File: src/rtl/wiener_stats_pkg.sv
// Block size, counter widths, sample/sum/variance types and controller states
`default_nettype none

package wiener_stats_pkg;

	// Sample format
	localparam int SAMPLE_W = 8;

	// Block geometry, BLOCK_SAMPLES must stay a power of two
	localparam int BLOCK_SAMPLES = 16;
	localparam int BLOCK_LOG2 = $clog2(BLOCK_SAMPLES);

	localparam int COUNT_W = BLOCK_LOG2 + 1; // Counts 0 .. BLOCK_SAMPLES
	localparam int BLOCKS_W = 16; // Blocks per frame

	typedef logic [SAMPLE_W-1:0] sample_t;

	// Sum of one block of samples
	typedef logic [SAMPLE_W+BLOCK_LOG2-1:0] sum_t;

	// Squared deviation sum and floored variance
	typedef logic [2*SAMPLE_W+BLOCK_LOG2-1:0] var_t;

	// Block controller states
	typedef enum logic [1:0] {
		IDLE,
		READ_BLOCK,
		WAIT_FOR_MEAN,
		EMPTY_BUFFER
	} ctrl_state_t;

endpackage

`default_nettype wire

File: src/rtl/block_stats_ctrl.sv
// Frame and block sequencing FSM driving shift enables, mean load and variance start
`timescale 1ns/100ps
`default_nettype none

module block_stats_ctrl (
	input  wire                                   clk,
	input  wire                                   rst_n,
	input  wire                                   start_of_frame,
	input  wire [wiener_stats_pkg::BLOCKS_W-1:0]  blocks_per_frame,
	input  wire                                   mean_ready,
	input  wire                                   var_ready,
	output logic                                  sample_take,
	output logic                                  shift_en_2,
	output logic                                  shift_reg_clr,
	output logic                                  shift_en_mean,
	output logic                                  var_start,
	output logic                                  frame_done,
	output logic                                  busy
);
	import wiener_stats_pkg::*;

	localparam logic [COUNT_W-1:0] LAST_SAMPLE = COUNT_W'(BLOCK_SAMPLES - 1);
	localparam logic [COUNT_W-1:0] FLUSH_END = COUNT_W'(BLOCK_SAMPLES);

	ctrl_state_t state;
	ctrl_state_t next_state;
	logic [COUNT_W-1:0] sample_cnt;
	logic [BLOCKS_W-1:0] block_cnt;
	logic [BLOCKS_W-1:0] block_cnt_next;
	logic last_block;
	logic var_seen; // Last block's variance has come back
	logic flush_exit;

	assign block_cnt_next = block_cnt + 1'b1;
	assign last_block = (block_cnt_next == blocks_per_frame);

	always_ff @(posedge clk or negedge rst_n) begin
		if (!rst_n) begin
			state <= IDLE;
		end else begin
			state <= next_state;
		end
	end

	always_comb begin
		next_state = state;
		case (state)
			IDLE: begin
				if (start_of_frame) begin
					next_state = READ_BLOCK;
				end
			end
			READ_BLOCK: begin
				if (sample_cnt == LAST_SAMPLE) begin
					next_state = WAIT_FOR_MEAN;
				end
			end
			WAIT_FOR_MEAN: begin
				if (mean_ready) begin
					next_state = last_block ? EMPTY_BUFFER : READ_BLOCK;
				end
			end
			EMPTY_BUFFER: begin
				// Flush done and final variance seen
				if (sample_cnt == FLUSH_END && (var_seen || var_ready)) begin
					next_state = IDLE;
				end
			end
			default: begin
				next_state = IDLE;
			end
		endcase
	end

	assign sample_take = (state == READ_BLOCK);
	assign shift_en_2 = (state == READ_BLOCK) ||
		(state == EMPTY_BUFFER && sample_cnt != FLUSH_END);
	assign shift_reg_clr = (state == IDLE);
	assign shift_en_mean = (state == WAIT_FOR_MEAN) && mean_ready;
	assign busy = (state != IDLE);

	always_ff @(posedge clk or negedge rst_n) begin
		if (!rst_n) begin
			sample_cnt <= '0;
			block_cnt <= '0;
			var_seen <= 1'b0;
			var_start <= 1'b0;
			flush_exit <= 1'b0;
			frame_done <= 1'b0;
		end else begin
			var_start <= shift_en_mean; // One cycle after the mean load
			flush_exit <= (state == EMPTY_BUFFER) && (next_state == IDLE);
			frame_done <= flush_exit;
			case (state)
				IDLE: begin
					sample_cnt <= '0;
					block_cnt <= '0;
					var_seen <= 1'b0;
				end
				READ_BLOCK: begin
					sample_cnt <= (sample_cnt == LAST_SAMPLE) ? '0 : sample_cnt + 1'b1;
				end
				WAIT_FOR_MEAN: begin
					var_seen <= 1'b0;
					if (mean_ready) begin
						block_cnt <= block_cnt_next;
					end
				end
				EMPTY_BUFFER: begin
					if (sample_cnt != FLUSH_END) begin
						sample_cnt <= sample_cnt + 1'b1;
					end
					if (var_ready) begin
						var_seen <= 1'b1;
					end
				end
				default: begin
					sample_cnt <= '0;
				end
			endcase
		end
	end

endmodule

`default_nettype wire

File: src/rtl/sample_delay_line.sv
// Shift register delay line that replays each block's samples for the variance pass
`timescale 1ns/100ps
`default_nettype none

module sample_delay_line #(
	parameter int DEPTH = wiener_stats_pkg::BLOCK_SAMPLES
) (
	input  wire                        clk,
	input  wire                        rst_n,
	input  wire                        clr,
	input  wire                        shift_en,
	input  wire wiener_stats_pkg::sample_t data_in,
	output wiener_stats_pkg::sample_t  data_out
);
	import wiener_stats_pkg::*;

	sample_t stages [DEPTH];

	always_ff @(posedge clk or negedge rst_n) begin
		if (!rst_n) begin
			for (int i = 0; i < DEPTH; i++) begin
				stages[i] <= '0;
			end
		end else if (clr) begin
			for (int i = 0; i < DEPTH; i++) begin
				stages[i] <= '0;
			end
		end else if (shift_en) begin
			stages[0] <= data_in;
			for (int i = 1; i < DEPTH; i++) begin
				stages[i] <= stages[i-1];
			end
		end
	end

	assign data_out = stages[DEPTH-1]; // Written DEPTH shifts ago

endmodule

`default_nettype wire

File: src/rtl/block_mean.sv
// Block sample accumulator with floored mean output and ready pulse
`timescale 1ns/100ps
`default_nettype none

module block_mean (
	input  wire                        clk,
	input  wire                        rst_n,
	input  wire                        sample_take,
	input  wire wiener_stats_pkg::sample_t sample_in,
	output logic                       mean_ready,
	output wiener_stats_pkg::sample_t  mean_value
);
	import wiener_stats_pkg::*;

	localparam logic [BLOCK_LOG2-1:0] LAST_TAKE = BLOCK_LOG2'(BLOCK_SAMPLES - 1);

	logic [BLOCK_LOG2-1:0] take_cnt; // Wraps at the block boundary
	sum_t sum_q;
	sum_t sum_next;
	logic block_end;

	assign sum_next = sum_q + sum_t'(sample_in);
	assign block_end = sample_take && (take_cnt == LAST_TAKE);

	always_ff @(posedge clk or negedge rst_n) begin
		if (!rst_n) begin
			take_cnt <= '0;
			sum_q <= '0;
			mean_ready <= 1'b0;
		end else begin
			mean_ready <= block_end;
			if (sample_take) begin
				take_cnt <= take_cnt + 1'b1;
				// Start the next block from zero
				sum_q <= block_end ? '0 : sum_next;
			end
		end
	end

	// Floor divide by the block size
	always_ff @(posedge clk) begin
		if (block_end) begin
			mean_value <= sample_t'(sum_next >> BLOCK_LOG2);
		end
	end

endmodule

`default_nettype wire

File: src/rtl/block_variance.sv
// Squared deviation accumulator over delayed samples with floored variance output
`timescale 1ns/100ps
`default_nettype none

module block_variance (
	input  wire                        clk,
	input  wire                        rst_n,
	input  wire                        shift_en_mean,
	input  wire wiener_stats_pkg::sample_t mean_in,
	input  wire                        var_start,
	input  wire                        shift_en,
	input  wire wiener_stats_pkg::sample_t sample_in,
	output logic                       var_ready,
	output wiener_stats_pkg::var_t     var_value
);
	import wiener_stats_pkg::*;

	localparam logic [BLOCK_LOG2-1:0] LAST_SHIFT = BLOCK_LOG2'(BLOCK_SAMPLES - 1);

	sample_t mean_q;
	sample_t abs_dev;
	var_t sq_dev;
	var_t acc_q;
	var_t acc_next;
	logic active;
	logic [BLOCK_LOG2-1:0] shift_cnt;
	logic [BLOCK_LOG2-1:0] shift_idx;
	logic take_sample;
	logic last_shift;

	assign abs_dev = (sample_in >= mean_q) ? sample_in - mean_q : mean_q - sample_in;
	assign sq_dev = var_t'(abs_dev) * var_t'(abs_dev);

	// var_start shares its cycle with the first shift of the pass
	assign take_sample = shift_en && (var_start || active);
	assign shift_idx = var_start ? '0 : shift_cnt;
	assign last_shift = take_sample && (shift_idx == LAST_SHIFT);
	assign acc_next = var_start ? sq_dev : acc_q + sq_dev;

	always_ff @(posedge clk or negedge rst_n) begin
		if (!rst_n) begin
			active <= 1'b0;
			shift_cnt <= '0;
			var_ready <= 1'b0;
		end else begin
			var_ready <= last_shift;
			if (take_sample) begin
				shift_cnt <= shift_idx + 1'b1;
				active <= !last_shift;
			end else if (var_start) begin
				shift_cnt <= '0;
				active <= 1'b1;
			end
		end
	end

	always_ff @(posedge clk) begin
		if (shift_en_mean) begin
			mean_q <= mean_in; // Held for the whole pass
		end
		if (take_sample) begin
			acc_q <= acc_next;
		end
		if (last_shift) begin
			var_value <= acc_next >> BLOCK_LOG2;
		end
	end

endmodule

`default_nettype wire

File: src/rtl/noise_floor_tracker.sv
// Running minimum of block variances, published as the noise floor at frame end
`timescale 1ns/100ps
`default_nettype none

module noise_floor_tracker (
	input  wire                        clk,
	input  wire                        rst_n,
	input  wire                        var_ready,
	input  wire wiener_stats_pkg::var_t var_value,
	input  wire                        frame_done,
	output wiener_stats_pkg::var_t     noise_var,
	output logic                       noise_valid
);
	import wiener_stats_pkg::*;

	var_t min_q;

	always_ff @(posedge clk or negedge rst_n) begin
		if (!rst_n) begin
			min_q <= '1;
			noise_valid <= 1'b0;
		end else begin
			noise_valid <= frame_done;
			if (frame_done) begin
				min_q <= '1; // Fresh minimum for the next frame
			end else if (var_ready && (var_value < min_q)) begin
				min_q <= var_value;
			end
		end
	end

	always_ff @(posedge clk) begin
		if (frame_done) begin
			noise_var <= min_q;
		end
	end

endmodule

`default_nettype wire

File: src/rtl/wiener_stats_top.sv
// Top level wiring of block controller, delay line, mean, variance and noise floor units
`timescale 1ns/100ps
`default_nettype none

module wiener_stats_top (
	input  wire                                  clk,
	input  wire                                  rst_n,
	input  wire                                  start_of_frame,
	input  wire [wiener_stats_pkg::BLOCKS_W-1:0] blocks_per_frame,
	input  wire wiener_stats_pkg::sample_t       sample_in,
	output logic                                 sample_take,
	output wiener_stats_pkg::sample_t            mean_out,
	output logic                                 mean_valid,
	output wiener_stats_pkg::var_t               var_out,
	output logic                                 var_valid,
	output wiener_stats_pkg::var_t               noise_var,
	output logic                                 noise_valid,
	output logic                                 busy
);
	import wiener_stats_pkg::*;

	logic shift_en_2;
	logic shift_reg_clr;
	logic shift_en_mean;
	logic var_start;
	logic frame_done;
	sample_t delayed_sample;

	block_stats_ctrl ctrl0 (
		.clk              (clk),
		.rst_n            (rst_n),
		.start_of_frame   (start_of_frame),
		.blocks_per_frame (blocks_per_frame),
		.mean_ready       (mean_valid),
		.var_ready        (var_valid),
		.sample_take      (sample_take),
		.shift_en_2       (shift_en_2),
		.shift_reg_clr    (shift_reg_clr),
		.shift_en_mean    (shift_en_mean),
		.var_start        (var_start),
		.frame_done       (frame_done),
		.busy             (busy)
	);

	// Replays block k while block k+1 is read
	sample_delay_line #(.DEPTH(BLOCK_SAMPLES)) delay0 (
		.clk      (clk),
		.rst_n    (rst_n),
		.clr      (shift_reg_clr),
		.shift_en (shift_en_2),
		.data_in  (sample_in),
		.data_out (delayed_sample)
	);

	block_mean mean0 (
		.clk         (clk),
		.rst_n       (rst_n),
		.sample_take (sample_take),
		.sample_in   (sample_in),
		.mean_ready  (mean_valid),
		.mean_value  (mean_out)
	);

	block_variance var0 (
		.clk           (clk),
		.rst_n         (rst_n),
		.shift_en_mean (shift_en_mean),
		.mean_in       (mean_out),
		.var_start     (var_start),
		.shift_en      (shift_en_2),
		.sample_in     (delayed_sample),
		.var_ready     (var_valid),
		.var_value     (var_out)
	);

	noise_floor_tracker noise0 (
		.clk         (clk),
		.rst_n       (rst_n),
		.var_ready   (var_valid),
		.var_value   (var_out),
		.frame_done  (frame_done),
		.noise_var   (noise_var),
		.noise_valid (noise_valid)
	);

endmodule

`default_nettype wire

File: config.mk
export PLATFORM = sky130hd
export DESIGN_NAME = wiener_stats_top
export DESIGN_NICKNAME = d
export VERILOG_FILES = /design/src/rtl/wiener_stats_pkg.sv /design/src/rtl/block_stats_ctrl.sv /design/src/rtl/sample_delay_line.sv /design/src/rtl/block_mean.sv /design/src/rtl/block_variance.sv /design/src/rtl/noise_floor_tracker.sv /design/src/rtl/wiener_stats_top.sv
export SDC_FILE = /design/constraint.sdc
export NUM_CORES = 1
export LEC_CHECK = 0
export ABC_AREA = 1
export BUFFER_PORTS_ARGS = -buffer_cell sky130_fd_sc_hd__buf_2
export CAP_MARGIN = 20
export CELL_PAD_IN_SITES_DETAIL_PLACEMENT = 0
export CELL_PAD_IN_SITES_GLOBAL_PLACEMENT = 1
export CORE_MARGIN = 2
export CORE_UTILIZATION = 43
export DETAILED_ROUTE_END_ITERATION = 7
export PLACE_DENSITY_LB_ADDON = 0.1
export SLEW_MARGIN = 20
export SYNTH_ARGS = -nofsm -noshare
export SYNTH_HDL_FRONTEND = slang
export SYNTH_HIERARCHICAL = 1
export SYNTH_SLANG_ARGS = --single-unit
File: constraint.sdc
create_clock -name clk -period 6.3 [get_ports clk]
set_clock_uncertainty 0.2 [all_clocks]
set_input_delay 0.63 -clock clk [delete_from_list [all_inputs] [get_ports clk]]
set_output_delay 0.63 -clock clk [all_outputs]
set_load 0.02 [all_outputs]
# Yosys cells after proc, flatten, opt, wreduce, memory -nomap -nowiden
# Cells that the tools add are included.
# totals
input_bits	27
output_inout_bits	53
register_bits	271
wordCells	108
# op_classes
n_lt_le_gt_ge	2
reduce_logical	25
n_mul	1
muxes	24
addsub	8
eq_ne	12
# op_table
cell	count
$mux W128	2
$mux W20	3
$pmux W16 S2	1
$add A20 B16 Y20	1
$lt A16 B20 Y1	1
$add A16 B1 Y16 const B	1
$eq A16 B16 Y1	1
$mul A8 B8 Y16	1
$mux W16	1
$sub A8 B8 Y8	2
$pmux W5 S3	1
$add A12 B8 Y12	1
$mux W12	1
$reduce_bool A2 Y1	6
$mux W2	5
$mux W5	2
$add A4 B1 Y4 const B	2
$eq A4 B4 Y1 const B	2
$ge A8 B8 Y1	1
$logic_and A1 B1 Y1	8
$mux W4	2
$mux W8	1
$pmux W2 S4	1
$reduce_and A2 Y1	3
other kinds (15)	22

# Depth between registers and ports, before layout
# Gate-level depths: netlist (run 1).
# depth
depth_word	7
ltp_mapped	40
ltp_nobuf	39

# Hierarchy
# The synthesis (run 1) kept the hierarchy.
# by_module_without_submodules
mod	seq_area_each_um2	area_per_inst_um2	n_inst	cells_each
block_variance	1471.4	5292.6	1	657
sample_delay_line	3203.1	5087.4	1	564
noise_floor_tracker	1151.1	2093.3	1	220
block_stats_ctrl	675.6	1860.5	1	287
block_mean	665.6	1470.2	1	180

# Worst setup path after synthesis (run 1)
# Ideal clock, no wire load.
# synth_timing
path_kind	register -> register
from	register delay0.stages, in the netlist delay0/data_out[0]
to	register var0.acc_q[15], data pin
path_stages_with_launch	39
period_less_slack_ns	6.819
slack_ns	-0.519
arrival_ns	6.361
setup_time_ns	0.257
path_cell_list	dfrtp_1 > buf_4 > inv_1 > ha_1 > inv_1 > fa_1 > nand3_1 > nand3_2 > nand2_1 > nand3_4 > inv_4 > nand2_4 > nand2_4 > inv_2 > nor2_2 > inv_1 > fa_1 > inv_1 > (+3 left out) > fa_1 > inv_1 > ha_1 > nand2_1 > o21ai_0 > a21oi_1 > or2_2 > and2_1 > ha_1 > nand2_1 > inv_1 > a21oi_1 > inv_1 > a21oi_1 > nand2_1 > xor2_1 > nand2_1 > nand2_1
# synth_via
elab_chain_cells	5
# synth_rtl
item	line	rtl
from (decl)	sample_delay_line.sv:17	sample_t stages [DEPTH];
from (signal, indexed assignment)	sample_delay_line.sv:31	stages[i] <= stages[i-1];
$sub A8 B8 Y8 / $ge A8 B8 Y1 (equally long branches)	block_variance.sv:31	assign abs_dev = (sample_in >= mean_q) ? sample_in - mean_q : mean_q - sample_in;
$mux W8 (*)	block_variance.sv:31	
$mul A8 B8 Y16 (*)	block_variance.sv:32	assign sq_dev = var_t'(abs_dev) * var_t'(abs_dev);
$add A20 B16 Y20	block_variance.sv:38	assign acc_next = var_start ? sq_dev : acc_q + sq_dev;
$mux W20 (*)	block_variance.sv:38	
net var0.acc_next[15]	block_variance.sv:24	var_t acc_next;
to (signal assigned)	block_variance.sv:62	acc_q <= acc_next;
to (decl)	block_variance.sv:23	var_t acc_q;
# Mark *: on every way through the listed nets, which the timed path passes. The rest lies on a longest branch.
# A chain may end at the register's enable or synchronous reset.

# Worst setup path after layout (run 1)
# layout_timing
from	register delay0.stages, in the netlist delay0/data_out[0]
to	register var0.var_value[14], data pin
# layout_via
elab_chain_cells	5
# layout_rtl
item	line	rtl
$sub A8 B8 Y8 / $ge A8 B8 Y1 (equally long branches)	block_variance.sv:31	
$mux W8 (*)	block_variance.sv:31	
$mul A8 B8 Y16 (*)	block_variance.sv:32	
$add A20 B16 Y20 (*)	block_variance.sv:38	
$mux W20 (*)	block_variance.sv:38	
net var0.acc_next[18]	block_variance.sv:24	
to (signal assigned)	block_variance.sv:65	var_value <= acc_next >> BLOCK_LOG2;
to (decl)	block_variance.sv:14	output wiener_stats_pkg::var_t var_value
# Marked as above.

==> flow_summary.ini, run 1 <==
[synth]
yosysWarnings = 6
synthArstFlopShare_pct = 73.4
ys_ff_latch = 271
post_synth_main_area_contributors = dfrtp_1, nand2_1, edfxtp_1, ha_1, nand3_1
synth_common_cells = nand2_1, nand3_1, inv_1, dfrtp_1, nor2_1
synth_top_flop_cell = dfrtp_1
syn_avg_cell_area_um2 = 8.28
synth_cell_types = 47
synth_top_area_share_pct = 28.3
synth.largest_area_cell = dfrtp_1
synth_cells = 1908
yosysMostFrequentCell = nand2_1
synth-edff-count = 72
syn_area_um2 = 15800
seq_area_frac_synth_pct = 45.3

[final_layout]
n_antenna_cell = 0
layout.nets = 2213
regArea_um2 = 7170
multi_input_area_um2 = 8020
drive_above_1_share_pct = 20.5
fill_cells = 3551
fin_area_um2 = 18900
syn2layout_area_growth_pct = 19.5

[routing]
routedWlPerCell_um = 14.1
drc = 0
via_count = 12500
firstDrtPassIters = 5
ant_nets = 0
via_per_inst = 4.91
wl_um = 35900
first_iter_violations = 600

[floorplan]
rows = 70
ios = 80
die_x_um = 196
dieHeight_um = 196
dieArea_um2 = 38300
initial_utilization_pct = 43.4
core_area_um2 = 36400

[place]
routabilityCongestion = 0.890
placed_cell_area_um2 = 17400
port_buffers = 75
dp_slack_ps = -455
hpwl_um = 25200

[power_and_ir_drop]
sequentialPowerShare_pct = 49.6
switching_share_pct = 21.2
clkPwrFrac_pct = 48.1
p_int_mw = 2.86
p_leak_nw = 9.76
comb_power_share_pct = 2.3
p_per_area_nw_per_um2 = 192
peakVddDrop_mv = 0.174
p_sw_mw = 0.770

[sta]
setup_viol = 20
slew-limit-headroom_pct = 37.6
fin_ws_ps = -300
period_needed_ps = 6600
report.final.slew_viol_count = 0
post-route-period-util_pct = 105
finalHoldViolations = 0
clock.fmax_mhz = 152
tightestPinTransition_ps = 935
rsz0062_at_grt = true

[setup_path]
crit_path_max_fanout = 5
max_stage_delay_ps = 560
end_kind = flip-flop
crit_top_cell = inv_2
crit_arrival_ps = 6710
path_class = reg -> reg
crit_slowest_cell = fa_2
cp-start-kind = flip-flop
required_ps = 6410

[global_route]
grt_pass1_vias = 12400
grt_first_pass_wirelength_um = 61300
grt_usage_pct = 19.3
grt_antenna_before_repair = 0
grt_max_degree = 120
grt_overflow_total = 0

[cts]
cts_max_path_buffers = 3
cts.clk_slew.worst_paths_ps = 70
cts_tree = yes
ctsRootBufferMaster = clkbuf_16
htree_num_levels = 1
cts_buffers = 30
clkLatencyLatePin_ps = 570
clock-sinks = 271

[job]
timing.max_cap.violations = 0

[status]
outcome = finished, violations left
violations = negative setup slack

[hold_path]
min_path_type = in -> reg
-- layout make-up --
class                           count  area share [%]
Multi-Input combinational cell   1347            42.5
Clock buffer                       43            4.61
Timing Repair Buffer              190            6.75
Clock inverter                     10           0.603
Tap cell                          468            3.10
Inverter                          222            4.50
Sequential cell                   271            38.0
-- layer usage --
metal / vias up / part of all wire, % / global-route usage, %
li1: 6404 / - / -
met2: 143 / 48 / 33.2
met5: - / 0 / 0
met3: 49 / 2.5 / 2.32
met4: 0 / 2.1 / 4.41
met1: 5924 / 48 / 26.2
-- path summary, 6_finish.rpt --
| path | startpoint | end | slack [ps] | cells after the start |
|---|---|---|---|---|
| max | delay0/data_out[0] | var0/var_value[14] | -300 | 34 |
| min | start_of_frame | ctrl0/state[0] | 130 | 2 |
| max reg2reg | delay0/data_out[0] | var0/var_value[14] | -300 | 34 |
| min reg2reg | ctrl0/flush_exit | ctrl0/frame_done | 210 | 0 |
| max in group asynchronous | rst_n | delay0/stages[34] | 4320 | 3 |
| min in group asynchronous | rst_n | ctrl0/block_cnt[4] | 450 | 2 |
-- critical path: cells and delay by family, from the launching register on --
kind | cells | cell delay [ps]
adder cells (fa/ha/maj) | 8 | 3120
AO/OA/AOI/OAI | 4 | 640
flip-flops | 1 | 410
buffers and inverters | 8 | 480
AND/OR/NAND/NOR | 14 | 1500
-- registers in the layout, indices dropped and copies added, names as in the netlist, 5 cells and up --
signal,cells
delay0/stages,120
noise0/min_q,20
noise0/noise_var,20
var0/acc_q,20
ctrl0/block_cnt,16
var0/var_value,16
mean0/sum_q,12
delay0/data_out,8
mean0/mean_value,8
var0/mean_q,8
ctrl0/sample_cnt,5
-- power by group through the flow --
stage          Combinational [mW]  Clock (mW)  Sequential (mW)
2_1_floorplan              0.0389           0             1.83
3_3_place_gp               0.0848           0             1.83
3_5_place_dp               0.0853           0             1.83
4_1_cts                    0.0862        1.81             1.80
5_1_grt                    0.0977        1.88             1.80
6_report                   0.0833        1.75             1.80
-- cell families (layout without fill, tap and decap cells) --
| kind of cell | after synthesis | after routing | synth area share (%) |
|---|---|---|---|
| compound gates | 123 | 123 | 4.47 |
| xor+xnor | 41 | 41 | 2.37 |
| fa+ha+maj | 124 | 124 | 11.1 |
| buf+inv | 294 | 465 | 7.95 |
| flops | 271 | 271 | 45.3 |
| other cells | 1 | 4 | 0.0237 |
| simple gates | 1054 | 1055 | 28.7 |
-- layout by cell type (no fill, tap or decap), types with 10 or more instances in the layout --
master,instances
nand2_1,608
nand3_1,214
inv_1,199
dfrtp_1,179
buf_4,110
nor2_1,99
ha_1,81
buf_2,74
edfxtp_1,72
a21oi_1,32
clkbuf_16,31
o21ai_0,26
nand2_2,25
nand4_1,24
xor2_1,23
fa_1,23
dfstp_2,20
nand2_4,17
inv_2,16
or2_2,15
ha_4,15
nor2_2,11
xnor2_1,11
a21oi_2,11
nand3_2,10
-- what timing repair did --
| action | CTS | global route |
|---|---|---|
| setup endpoints to repair | 26 | 28 |
| gates cloned | 1 | 0 |
| pin swaps | 30 | 23 |
| hold buffers | 1 | 0 |
| buffers inserted | 5 | 4 |
| resized for setup | 63 | 34 |
| endpoints found under the hold margin | 80 | 0 |
-- per-stage QoR --
step | power (mW) | util, % | hold WS [ps] | setup TNS, ps | instances
floorplan | 1.87 | - | 131 | -1120 | 1911
global placement | 1.92 | 47.6 | 193 | -6050 | 2487
detailed placement | 1.92 | 47.6 | 194 | -8890 | 2487
CTS | 3.70 | 51.3 | 93.7 | -3510 | 2547
global route | 3.77 | 51.8 | 103 | -11430 | 2551
finish | 3.63 | 51.8 | 127 | -3800 | 2551
(Power assumes the default switching activity.)
==> inputs of run 2 (changes only) <==
TNS_END_PERCENT = 20   (was not set)
==> run 2 against run 1 <==
  * The run still ends with negative setup slack left
  * Wire length up 3.4%
  * Non-clock buffer count up 8
  * Register-to-register slack worse by 40 ps
==> flow_summary.ini, run 2 (synthesized netlist as in run 1, its figures left out) <==
[cts]
cts_max_path_buffers = 3
hold_buffers = 0
clkLatencyLatePin_ps = 510
clock-sinks = 271
cts.clk_slew.worst_paths_ps = 60
cts_buffers = 34
cts_tree = yes
htree_num_levels = 2
ctsRootBufferMaster = clkbuf_16

[final_layout]
largest_reg_flops = 120
multi_input_area_um2 = 8210
final_common_cell = nand2_1
fin_area_um2 = 19200
syn2layout_area_growth_pct = 21.8
final_core_util_pct = 52.8
layout.nets = 2225
regArea_um2 = 7170
final_cell_mix = nand2_1, nand3_1, inv_1, dfrtp_1, buf_4
max_flop_register = delay0/stages
fill_cells = 3481
final_cells = 2567
n_antenna_cell = 0
drive_above_1_share_pct = 22.5

[sta]
slew-limit-headroom_pct = 32.0
finalHoldViolations = 0
period_needed_ps = 6640
post-route-period-util_pct = 105
setup-tns-final_ps = -4860
setup_viol = 22
report.final.slew_viol_count = 0
fin_ws_ps = -339
tightestPinTransition_ps = 1020
rsz0062_at_grt = true
clock.fmax_mhz = 151

[floorplan]
rows = 70
ios = 80
dieHeight_um = 196
core_area_um2 = 36400
die_x_um = 196
dieArea_um2 = 38300
initial_utilization_pct = 43.4

[power_and_ir_drop]
sequentialPowerShare_pct = 47.2
clkPwrFrac_pct = 50.6
p_leak_nw = 9.89
switching_share_pct = 21.5
p_sw_mw = 0.818
p_per_area_nw_per_um2 = 198
comb_power_share_pct = 2.2
peakVddDrop_mv = 0.173
p_int_mw = 2.99

[global_route]
grt_overflow_total = 0
grt_max_degree = 114
grt_usage_pct = 19.5
grt_first_pass_wirelength_um = 61400
grt_antenna_before_repair = 0
grt_pass1_vias = 12400

[routing]
firstDrtPassIters = 6
wl_um = 37100
routedWlPerCell_um = 14.5
drc = 0
first_iter_violations = 636
ant_nets = 0
via_count = 12700
via_per_inst = 4.95

[setup_path]
path_class = reg -> reg
crit_arrival_ps = 6690
end_kind = flip-flop
cp-start-kind = flip-flop
crit_top_cell = inv_2
max_stage_delay_ps = 560
required_ps = 6350
crit_path_max_fanout = 5
r2r_cells = 37
crit_slowest_cell = fa_2
reg2reg_slack_ps = -340

[place]
placed_cell_area_um2 = 17400
port_buffers = 75
dp_slack_ps = -481
routabilityCongestion = 0.860
hpwl_um = 25400
dp_cells = 2491

[job]
timing.max_cap.violations = 0

[status]
outcome = finished, violations left
violations = negative setup slack

[hold_path]
min_path_type = in -> async
run 2: changes by cell type in the layout (fill, tap and decap cells not counted), moves of 3 or more:
cell / delta
clkinv_1: +3
nor2_2: +8
nand2_2: +4
a21oi_1: -4
a21oi_2: +4
clkbuf_8: -3
ha_4: +3
buf_4: +9
xor2_1: -3
nand2_4: +5
nor2_1: -10
nand2_1: -9
clkbuf_16: +4
run 2: through the flow:
step | hold WS (ps) | total power [mW]
finish | 11.5 | 3.81
global route | 102 | 3.95
CTS | 65.6 | 3.88
detailed placement | 172 | 1.92
global placement | 146 | 1.92
floorplan | 131 | 1.87
run 2: worst max-delay path, delay by kind of cell, from the launching register on:
family / cells / cell delay (ps)
adder cells (fa/ha/maj): 8 / 3050
AND/OR/NAND/NOR: 14 / 1450
buffers and inverters: 10 / 570
AO/OA/AOI/OAI: 4 / 550
flip-flops: 1 / 410
XOR/XNOR: 1 / 150
run 2: worst paths after layout:
path	startpoint	endpoint
worst min register to register	ctrl0/flush_exit	ctrl0/frame_done
max in group asynchronous	rst_n	mean0/sum_q[4]
worst min-delay path	rst_n	ctrl0/block_cnt[5]
worst max register to register	delay0/data_out[0]	var0/var_value[11]
min in group clk	start_of_frame	ctrl0/state[0]
worst max-delay path	delay0/data_out[0]	var0/var_value[11]
run 2: final cells by class:
cell class | count | share of cell area, %
Clock inverter | 16 | 0.852
Inverter | 222 | 4.43
Clock buffer | 45 | 4.85
Tap cell | 468 | 3.04
Multi-Input combinational cell | 1347 | 42.7
Timing Repair Buffer | 198 | 6.92
Sequential cell | 271 | 37.2
run 2: what timing repair did:
item / in CTS / in global routing
gates resized for setup: 46 / 96
setup endpoints to repair: 26 / 28
setup buffers: 9 / 6
gates cloned: 1 / 0
pin swaps: 39 / 52
run 2: per-layer routing:
layer  track usage, %  wire [um]  vias to the layer above
met3             2.39       1100                       45
met1             26.1      17200                     6071
li1                 -          -                     6410
met5                0          0                        -
met4             5.05        727                        0
met2             33.6      18000                      168
run 2: power by group through the flow:
stage	Clock (mW)	Combinational (mW)	Sequential, mW
6_report	1.93	0.0824	1.80
5_1_grt	2.05	0.0970	1.80
4_1_cts	1.99	0.0853	1.80
3_5_place_dp	0	0.0850	1.83
3_3_place_gp	0	0.0847	1.83
2_1_floorplan	0	0.0389	1.83
